**config.mk**
```make
export PLATFORM = sky130hd
export DESIGN_NAME = rx_buffer_top
export DESIGN_NICKNAME = d
export VERILOG_FILES = /design/src/buf_pkg.sv /design/src/buf_regs.sv /design/src/rx_buffer_top.sv /design/src/sync_fifo.sv
export VERILOG_INCLUDE_DIRS = /design/src
export SDC_FILE = /design/constraint.sdc
export NUM_CORES = 1
export LEC_CHECK = 0
export BUFFER_PORTS_ARGS = -buffer_cell sky130_fd_sc_hd__buf_2
export CORE_MARGIN = 2
export CORE_UTILIZATION = 40
export CTS_CLUSTER_SIZE = 16
export DETAILED_ROUTE_END_ITERATION = 12
export PLACE_DENSITY = 0.62
export SKIP_CTS_REPAIR_TIMING = 1
export SYNTH_ARGS = -nofsm -noshare
export SYNTH_HDL_FRONTEND = slang
export SYNTH_SLANG_ARGS = --single-unit
```
**constraint.sdc**
```tcl
create_clock -name clk -period 5.5 [get_ports clk]
set_clock_uncertainty 0.15 [all_clocks]
set_input_delay 1.1 -clock clk [delete_from_list [all_inputs] [get_ports clk]]
set_output_delay 1.1 -clock clk [all_outputs]
set_load 0.03 [all_outputs]
```
**src/fifo_settings.svh**
```systemverilog
`ifndef FIFO_SETTINGS_SVH
`define FIFO_SETTINGS_SVH

// stored byte width.
`define FIFO_DATA_WIDTH 8

// number of entries and bits needed to hold a count from 0 to the depth.
`define FIFO_DEPTH 8
`define FIFO_CNT_WIDTH 4

// reset values of the programmable almost flags.
`define FIFO_A_FULL_THR_DEF 6
`define FIFO_A_EMPTY_THR_DEF 2

// wishbone word address width.
`define WB_ADR_WIDTH 2

// register word addresses, sized to the address width.
`define REG_DATA 2'd0
`define REG_STATUS 2'd1
`define REG_THRESH 2'd2
`define REG_IRQ_EN 2'd3

`endif

```
**src/buf_pkg.sv**
```systemverilog
`default_nettype none

`include "fifo_settings.svh"

package buf_pkg;

	// one stored byte.
	typedef logic [`FIFO_DATA_WIDTH-1:0] data_t;

	// fill count, also used for the thresholds.
	typedef logic [`FIFO_CNT_WIDTH-1:0] count_t;

	typedef logic [`WB_ADR_WIDTH-1:0] wb_adr_t;
	typedef logic [31:0] wb_dat_t;

	// master side of a classic cycle.
	typedef struct packed {
		logic cyc;
		logic stb;
		logic we;
		wb_adr_t adr;
		wb_dat_t dat;
	} wb_req_t;

	// slave side of a classic cycle.
	typedef struct packed {
		logic ack;
		wb_dat_t dat;
	} wb_rsp_t;

	// field order matches status bits 3:0.
	typedef struct packed {
		logic full;
		logic a_full;
		logic empty;
		logic a_empty;
	} fifo_flags_t;

	typedef struct packed {
		count_t a_full_thr;
		count_t a_empty_thr;
	} thr_t;

	typedef enum logic {
		idle,
		ack_phase
	} bus_state_e;

endpackage

`default_nettype wire

```
**src/buf_regs.sv**
```systemverilog
`timescale 1ns/1ns
`default_nettype none

`include "fifo_settings.svh"

module buf_regs (
	input wire clk,
	input wire rst_n,

	input wire buf_pkg::wb_req_t wb_req_i,
	output buf_pkg::wb_rsp_t wb_rsp_o,

	input wire buf_pkg::fifo_flags_t flags_i,
	input wire buf_pkg::count_t count_i,
	input wire buf_pkg::data_t head_data_i,
	input wire overflow_i,

	output buf_pkg::thr_t thr_o,
	output logic pop_o,
	output logic irq_o
);

	// interrupt enable bits.
	localparam int IRQ_NOT_EMPTY = 0;
	localparam int IRQ_A_FULL = 1;
	localparam int IRQ_OVERFLOW = 2;

	// sticky overflow position in status, also the clear bit on writes.
	localparam int STAT_OVF_BIT = 4;

	buf_pkg::bus_state_e state_q;

	logic accept;
	logic wr_acc;
	logic rd_acc;
	logic ovf_clear;

	buf_pkg::wb_dat_t rd_word;
	buf_pkg::wb_dat_t rsp_dat_q;

	buf_pkg::thr_t thr_q;
	logic [2:0] irq_en_q;
	logic ovf_q;
	logic [7:0] drop_cnt_q;

	// a request is taken only from idle; the held request is ignored in ack_phase.
	assign accept = (state_q == buf_pkg::idle) & wb_req_i.cyc & wb_req_i.stb;
	assign wr_acc = accept & wb_req_i.we;
	assign rd_acc = accept & ~wb_req_i.we;

	// pops on the ack edge; the fifo drops it when empty.
	assign pop_o = rd_acc & (wb_req_i.adr == `REG_DATA);

	assign ovf_clear = wr_acc & (wb_req_i.adr == `REG_STATUS) & wb_req_i.dat[STAT_OVF_BIT];

	always_ff @(posedge clk) begin
		if (!rst_n) begin
			state_q <= buf_pkg::idle;
		end else begin
			case (state_q)
				buf_pkg::idle: begin
					if (accept) begin
						state_q <= buf_pkg::ack_phase;
					end
				end
				buf_pkg::ack_phase: begin
					state_q <= buf_pkg::idle;
				end
				default: begin
					state_q <= buf_pkg::idle;
				end
			endcase
		end
	end

	always_comb begin
		rd_word = '0;
		case (wb_req_i.adr)
			`REG_DATA: begin
				rd_word[7:0] = head_data_i;
			end
			`REG_STATUS: begin
				rd_word[3:0] = flags_i;
				rd_word[STAT_OVF_BIT] = ovf_q;
				rd_word[11:8] = count_i;
				rd_word[23:16] = drop_cnt_q;
			end
			`REG_THRESH: begin
				rd_word[3:0] = thr_q.a_full_thr;
				rd_word[11:8] = thr_q.a_empty_thr;
			end
			`REG_IRQ_EN: begin
				rd_word[2:0] = irq_en_q;
			end
			default: begin
				rd_word = '0;
			end
		endcase
	end

	// read word is latched with the head byte as it was before the pop.
	always_ff @(posedge clk) begin
		if (rd_acc) begin
			rsp_dat_q <= rd_word;
		end
	end

	assign wb_rsp_o = '{ack: (state_q == buf_pkg::ack_phase), dat: rsp_dat_q};

	always_ff @(posedge clk) begin
		if (!rst_n) begin
			thr_q.a_full_thr <= buf_pkg::count_t'(`FIFO_A_FULL_THR_DEF);
			thr_q.a_empty_thr <= buf_pkg::count_t'(`FIFO_A_EMPTY_THR_DEF);
			irq_en_q <= '0;
		end else if (wr_acc) begin
			if (wb_req_i.adr == `REG_THRESH) begin
				thr_q.a_full_thr <= wb_req_i.dat[3:0];
				thr_q.a_empty_thr <= wb_req_i.dat[11:8];
			end
			if (wb_req_i.adr == `REG_IRQ_EN) begin
				irq_en_q <= wb_req_i.dat[2:0];
			end
		end
	end

	assign thr_o = thr_q;

	// clear wins over a drop in the same cycle.
	always_ff @(posedge clk) begin
		if (!rst_n) begin
			ovf_q <= 1'b0;
			drop_cnt_q <= '0;
		end else if (ovf_clear) begin
			ovf_q <= 1'b0;
			drop_cnt_q <= '0;
		end else if (overflow_i) begin
			ovf_q <= 1'b1;
			if (drop_cnt_q != 8'hff) begin
				drop_cnt_q <= drop_cnt_q + 8'd1;
			end
		end
	end

	always_ff @(posedge clk) begin
		if (!rst_n) begin
			irq_o <= 1'b0;
		end else begin
			irq_o <= (irq_en_q[IRQ_NOT_EMPTY] & ~flags_i.empty) |
				(irq_en_q[IRQ_A_FULL] & flags_i.a_full) |
				(irq_en_q[IRQ_OVERFLOW] & ovf_q);
		end
	end

	// the master holds the request until ack, so ack never outlives it.
	ack_within_cycle: assert property (
		@(posedge clk) disable iff (!rst_n)
		wb_rsp_o.ack |-> (wb_req_i.cyc && wb_req_i.stb)
	) else $error("buf_regs: ack without an active request");

endmodule

`default_nettype wire

```
**src/rx_buffer_top.sv**
```systemverilog
`timescale 1ns/1ns
`default_nettype none

module rx_buffer_top (
	input wire clk,
	input wire rst_n,

	// byte stream, no back-pressure.
	input wire in_valid_i,
	input wire buf_pkg::data_t in_data_i,

	input wire buf_pkg::wb_req_t wb_req_i,
	output buf_pkg::wb_rsp_t wb_rsp_o,

	output logic irq_o
);

	buf_pkg::fifo_flags_t flags;
	buf_pkg::count_t count;
	buf_pkg::data_t head_data;
	buf_pkg::thr_t thr;
	logic pop;
	logic overflow;

	// the stream goes straight into the write port.
	sync_fifo u_fifo (
		.clk(clk),
		.rst_n(rst_n),
		.write_en_i(in_valid_i),
		.write_data_i(in_data_i),
		.read_en_i(pop),
		.thr_i(thr),
		.read_data_o(head_data),
		.flags_o(flags),
		.count_o(count),
		.overflow_o(overflow)
	);

	buf_regs u_regs (
		.clk(clk),
		.rst_n(rst_n),
		.wb_req_i(wb_req_i),
		.wb_rsp_o(wb_rsp_o),
		.flags_i(flags),
		.count_i(count),
		.head_data_i(head_data),
		.overflow_i(overflow),
		.thr_o(thr),
		.pop_o(pop),
		.irq_o(irq_o)
	);

endmodule

`default_nettype wire

```
**src/sync_fifo.sv**
```systemverilog
`timescale 1ns/1ns
`default_nettype none

`include "fifo_settings.svh"

module sync_fifo (
	input wire clk,
	input wire rst_n,

	input wire write_en_i,
	input wire buf_pkg::data_t write_data_i,

	input wire read_en_i,
	input wire buf_pkg::thr_t thr_i,

	output buf_pkg::data_t read_data_o,
	output buf_pkg::fifo_flags_t flags_o,
	output buf_pkg::count_t count_o,
	output logic overflow_o
);

	localparam int PTR_W = $clog2(`FIFO_DEPTH);
	localparam logic [PTR_W-1:0] LAST_PTR = PTR_W'(`FIFO_DEPTH - 1);
	localparam buf_pkg::count_t DEPTH_CNT = buf_pkg::count_t'(`FIFO_DEPTH);

	buf_pkg::data_t mem [`FIFO_DEPTH];

	logic [PTR_W-1:0] head_q;
	logic [PTR_W-1:0] head_next;
	logic [PTR_W-1:0] tail_q;
	logic [PTR_W-1:0] tail_next;

	buf_pkg::count_t count_q;
	buf_pkg::count_t count_next;
	buf_pkg::fifo_flags_t flags_q;

	logic do_write;
	logic do_read;

	// full and empty are only tested here.
	assign do_write = write_en_i & ~flags_q.full;
	assign do_read = read_en_i & ~flags_q.empty;

	// a rejected write is reported in the cycle it is attempted.
	assign overflow_o = write_en_i & flags_q.full;

	always_comb begin
		head_next = head_q;
		tail_next = tail_q;
		count_next = count_q;

		if (do_read) begin
			if (head_q == LAST_PTR) begin
				head_next = '0;
			end else begin
				head_next = head_q + 1'b1;
			end
		end

		if (do_write) begin
			if (tail_q == LAST_PTR) begin
				tail_next = '0;
			end else begin
				tail_next = tail_q + 1'b1;
			end
		end

		// simultaneous write and pop leaves the count alone.
		if (do_write && !do_read) begin
			count_next = count_q + 1'b1;
		end else if (!do_write && do_read) begin
			count_next = count_q - 1'b1;
		end
	end

	always_ff @(posedge clk) begin
		if (do_write) begin
			mem[tail_q] <= write_data_i;
		end
	end

	always_ff @(posedge clk) begin
		if (!rst_n) begin
			head_q <= '0;
			tail_q <= '0;
			count_q <= '0;
			flags_q.full <= 1'b0;
			flags_q.a_full <= 1'b0;
			flags_q.empty <= 1'b1;
			flags_q.a_empty <= 1'b1;
		end else begin
			head_q <= head_next;
			tail_q <= tail_next;
			count_q <= count_next;
			// flags follow the next count so they line up with it.
			flags_q.full <= (count_next == DEPTH_CNT);
			flags_q.a_full <= (count_next >= thr_i.a_full_thr);
			flags_q.empty <= (count_next == '0);
			flags_q.a_empty <= (count_next <= thr_i.a_empty_thr);
		end
	end

	// head byte is visible without a read strobe.
	assign read_data_o = mem[head_q];
	assign flags_o = flags_q;
	assign count_o = count_q;

	count_bounded: assert property (
		@(posedge clk) disable iff (!rst_n)
		count_q <= DEPTH_CNT
	) else $error("sync_fifo: count %0d above depth", count_q);

	full_empty_exclusive: assert property (
		@(posedge clk) disable iff (!rst_n)
		!(flags_q.full && flags_q.empty)
	) else $error("sync_fifo: full and empty both set");

endmodule

`default_nettype wire

```
==> qor.txt <==
TritonCTS clock tree: yes
Crit. End Element: flip-flop
Yosys reg bits: 123
Relative slew margins: 42.1%
Final Slew Violations: 0
crit path time final: 3.46 ns
final setup vio count: 0
Die H: 119 um
routed wire length: 9880 um
Worst Setup Start Kind: primary input
most frequent cells in the layout: 84 x edfxtp_1, 46 x buf_2, 39 x dfxtp_1, 27 x nor2_1, 22 x mux2i_1
first-pass GRT wire length: 16,100 um
Reg clk slew, reported paths: 0.05 ns
FMAX: 289 MHz
total global routing overflow: 0
Post-Place Worst Slack: 1.59 ns
hold depth: 1
result of the run: finished clean
gr usage total: 15.2%
Initial Utilization: 41.4%
crit path kind: primary input to flip-flop
post-DR vias/cell: 5.04
antenna viol nets, final: 0
Final Util: 49.3%
fin nets: 493
pin count of the biggest net entering global routing: 27
root buf cell: clkbuf_16
number of flops mapped to enable cells by yosys: 84
Synth warnings: 0
DR vias: 3,073
Most used DFF post-synth: edfxtp_1
Hold Vio Cnt, Final: 0
R2R depth: 10
Worst R2R Setup Slack: 2.58 ns
HP Class: flip-flop to flip-flop
min-delay src: u_regs.state_q
clock buffer depth: 2
synth unique cells: 48
Die Wd: 119 um
worst setup margin: 2.04 ns
number of antenna violations at the first check in global routing: 0
Clock Latency Late Sink: 0.41 ns
setup repair after global routing missed its margin: false
final-layout fill cell count: 1,124
Num CTS Buffers: 17
io pins: 82
initial DRC count: 201
Placer Congestion: 0.794
H-Tree Depth: 4
WHS: 0.320 ns
P_leak: 2.36 nW
Synth async-reset ratio: 0%
Critical Path RT: 5.65 ns
Synth Area per Inst: 14.1 sq um
P per Cell Area: 372 nW/um^2
DR DRC count: 0
P&R area growth vs syn: 19.0%
dpl hpwl: 6650 um
Least-Margin Pin Slew: 0.864 ns
clock sink count: 123
most common library cell in the layout ignoring fill and taps: edfxtp_1
row count: 41
CP Max Fanout: 26
Netlist Area Pre-Place: 5270 sq um
vias in the first global route: 3,062
Post-Syn Instances: 373
CP arrival: 3.60 ns
share of cells above drive strength 1: 24.0%
IO buf count: 46
drt pass-1 iters: 4
WHS Endpoint: u_regs.state_q
setup TNS: 0 ns
worst r2r src: u_regs.state_q
Total Die Area: 14,100 sq um
WL per Instance: 16.2 um
Max Cap Viol: 0
Ant. Diodes: 0
sequential element share of the synthesized area: 62.7%
peak supply drop: 225 uV
core area: 12,700 sq um
Worst R2R End: u_fifo.flags_o[2]
final period utilization: 62.9%
[power breakdown]
part	internal [mW]	switching, mW	total [mW]
combinational	0.0456	0.0822	0.128
clock	0.798	0.383	1.18
sequential	1.01	0.0114	1.02
[sequential cells by signal, summed over array words and instances (netlist names), 3 cells and up, named ones only]
register	cells
u_regs.rsp_dat_q	20
u_fifo.head_q	3
u_regs.drop_cnt_q	8
u_regs.irq_en_q	3
u_fifo.mem	64
u_fifo.flags_o	4
u_fifo.tail_q	3
u_regs.thr_o	8
u_fifo.count_o	4
[cell usage after synthesis, types with 2 or more instances]
master / number / area share (%)
edfxtp_1: 84 / 48
dfxtp_1: 39 / 15
nor2_1: 27 / 1.9
mux2i_1: 22 / 4.2
ha_1: 20 / 4.8
nand2_1: 20 / 1.4
mux4_2: 16 / 6.8
buf_4: 14 / 2.0
inv_1: 13 / 0.93
a21oi_1: 12 / 1.1
nor3_1: 10 / 0.95
and2_1: 9 / 1.1
nor2b_1: 9 / 1.1
clkbuf_1: 8 / 0.57
nand3_1: 8 / 0.76
xnor2_1: 6 / 1.0
a222oi_1: 5 / 0.95
nand2b_1: 5 / 0.59
a22oi_1: 4 / 0.57
o21ai_0: 4 / 0.38
or3_1: 4 / 0.47
and2b_1: 2 / 0.28
buf_1: 2 / 0.14
buf_2: 2 / 0.19
mux2_2: 2 / 0.43
o211ai_1: 2 / 0.28
o21a_1: 2 / 0.28
xor2_1: 2 / 0.33
[metal layers]
metal  wire length, um  part of all wire [%]  global-route usage, %  vias to the layer above
li1                  -                     -                      -                     1470
met5                 0                     0                      0                        -
met4               171                   1.7                   6.25                        0
met3               418                   4.2                   4.54                       15
met2              4870                    49                   24.4                       83
met1              4420                    45                   19.2                     1505
[stage by stage]
| step | instance area (sq um) | cells | total power [mW] |
|---|---|---|---|
| 3_3_place_gp | 5640 | 578 | 1.16 |
| 3_5_place_dp | 5640 | 578 | 1.17 |
| 4_1_cts | 6270 | 610 | 2.35 |
| 2_1_floorplan | 5310 | 384 | 1.13 |
| 5_1_grt | 6270 | 610 | 2.41 |
| 6_report | 6270 | 610 | 2.33 |
[cells by family after synthesis]
family                   Yosys count  share of synthesized area, %
AND/OR/NAND/NOR                  103                          10.5
adder cells (fa/ha/maj)           20                          4.75
AO/OA/AOI/OAI                     38                          5.25
XOR/XNOR                           8                          1.33
other                              1                        0.0712
flip-flops                       123                          62.7
multiplexers                      40                          11.4
buffers and inverters             40                          3.90
[worst max path at each step]
stage / start / to / slack [ns] / depth (start not counted)
finish: wb_req_i[34] / u_fifo.flags_o[2] / 2.04 / 11
detailed placement: wb_req_i[34] / u_fifo.flags_o[2] / 1.59 / 11
global placement: wb_req_i[34] / u_fifo.flags_o[2] / 1.63 / 11
CTS: wb_req_i[34] / u_fifo.flags_o[2] / 2.02 / 11
global route: wb_req_i[34] / u_fifo.flags_o[2] / 1.78 / 11
floorplan: wb_req_i[34] / u_fifo.flags_o[2] / 2.22 / 10
[critical path: stages]
cell       delay (ns)
buf_2            0.14
nand4bb_4        0.25
inv_2            0.44
nand3_2          0.23
o22ai_1          0.21
xor2_1           0.41
ha_1             0.33
nor3b_1          0.15
nor2b_1          0.17
a21oi_1          0.11
nand2_1          0.07
[final cells by class]
| class | instances | area [sq um] | share of cell area (%) |
|---|---|---|---|
| flip-flops and latches | 123 | 3300 | 52.7 |
| clock inverters | 13 | 199 | 3.17 |
| well taps | 172 | 215 | 3.43 |
| inverters | 14 | 52.6 | 0.838 |
| clock buffers | 19 | 433 | 6.91 |
| multi-input cells | 221 | 1820 | 29.0 |
| repair buffers | 48 | 245 | 3.91 |
(Power assumes the default switching activity.)
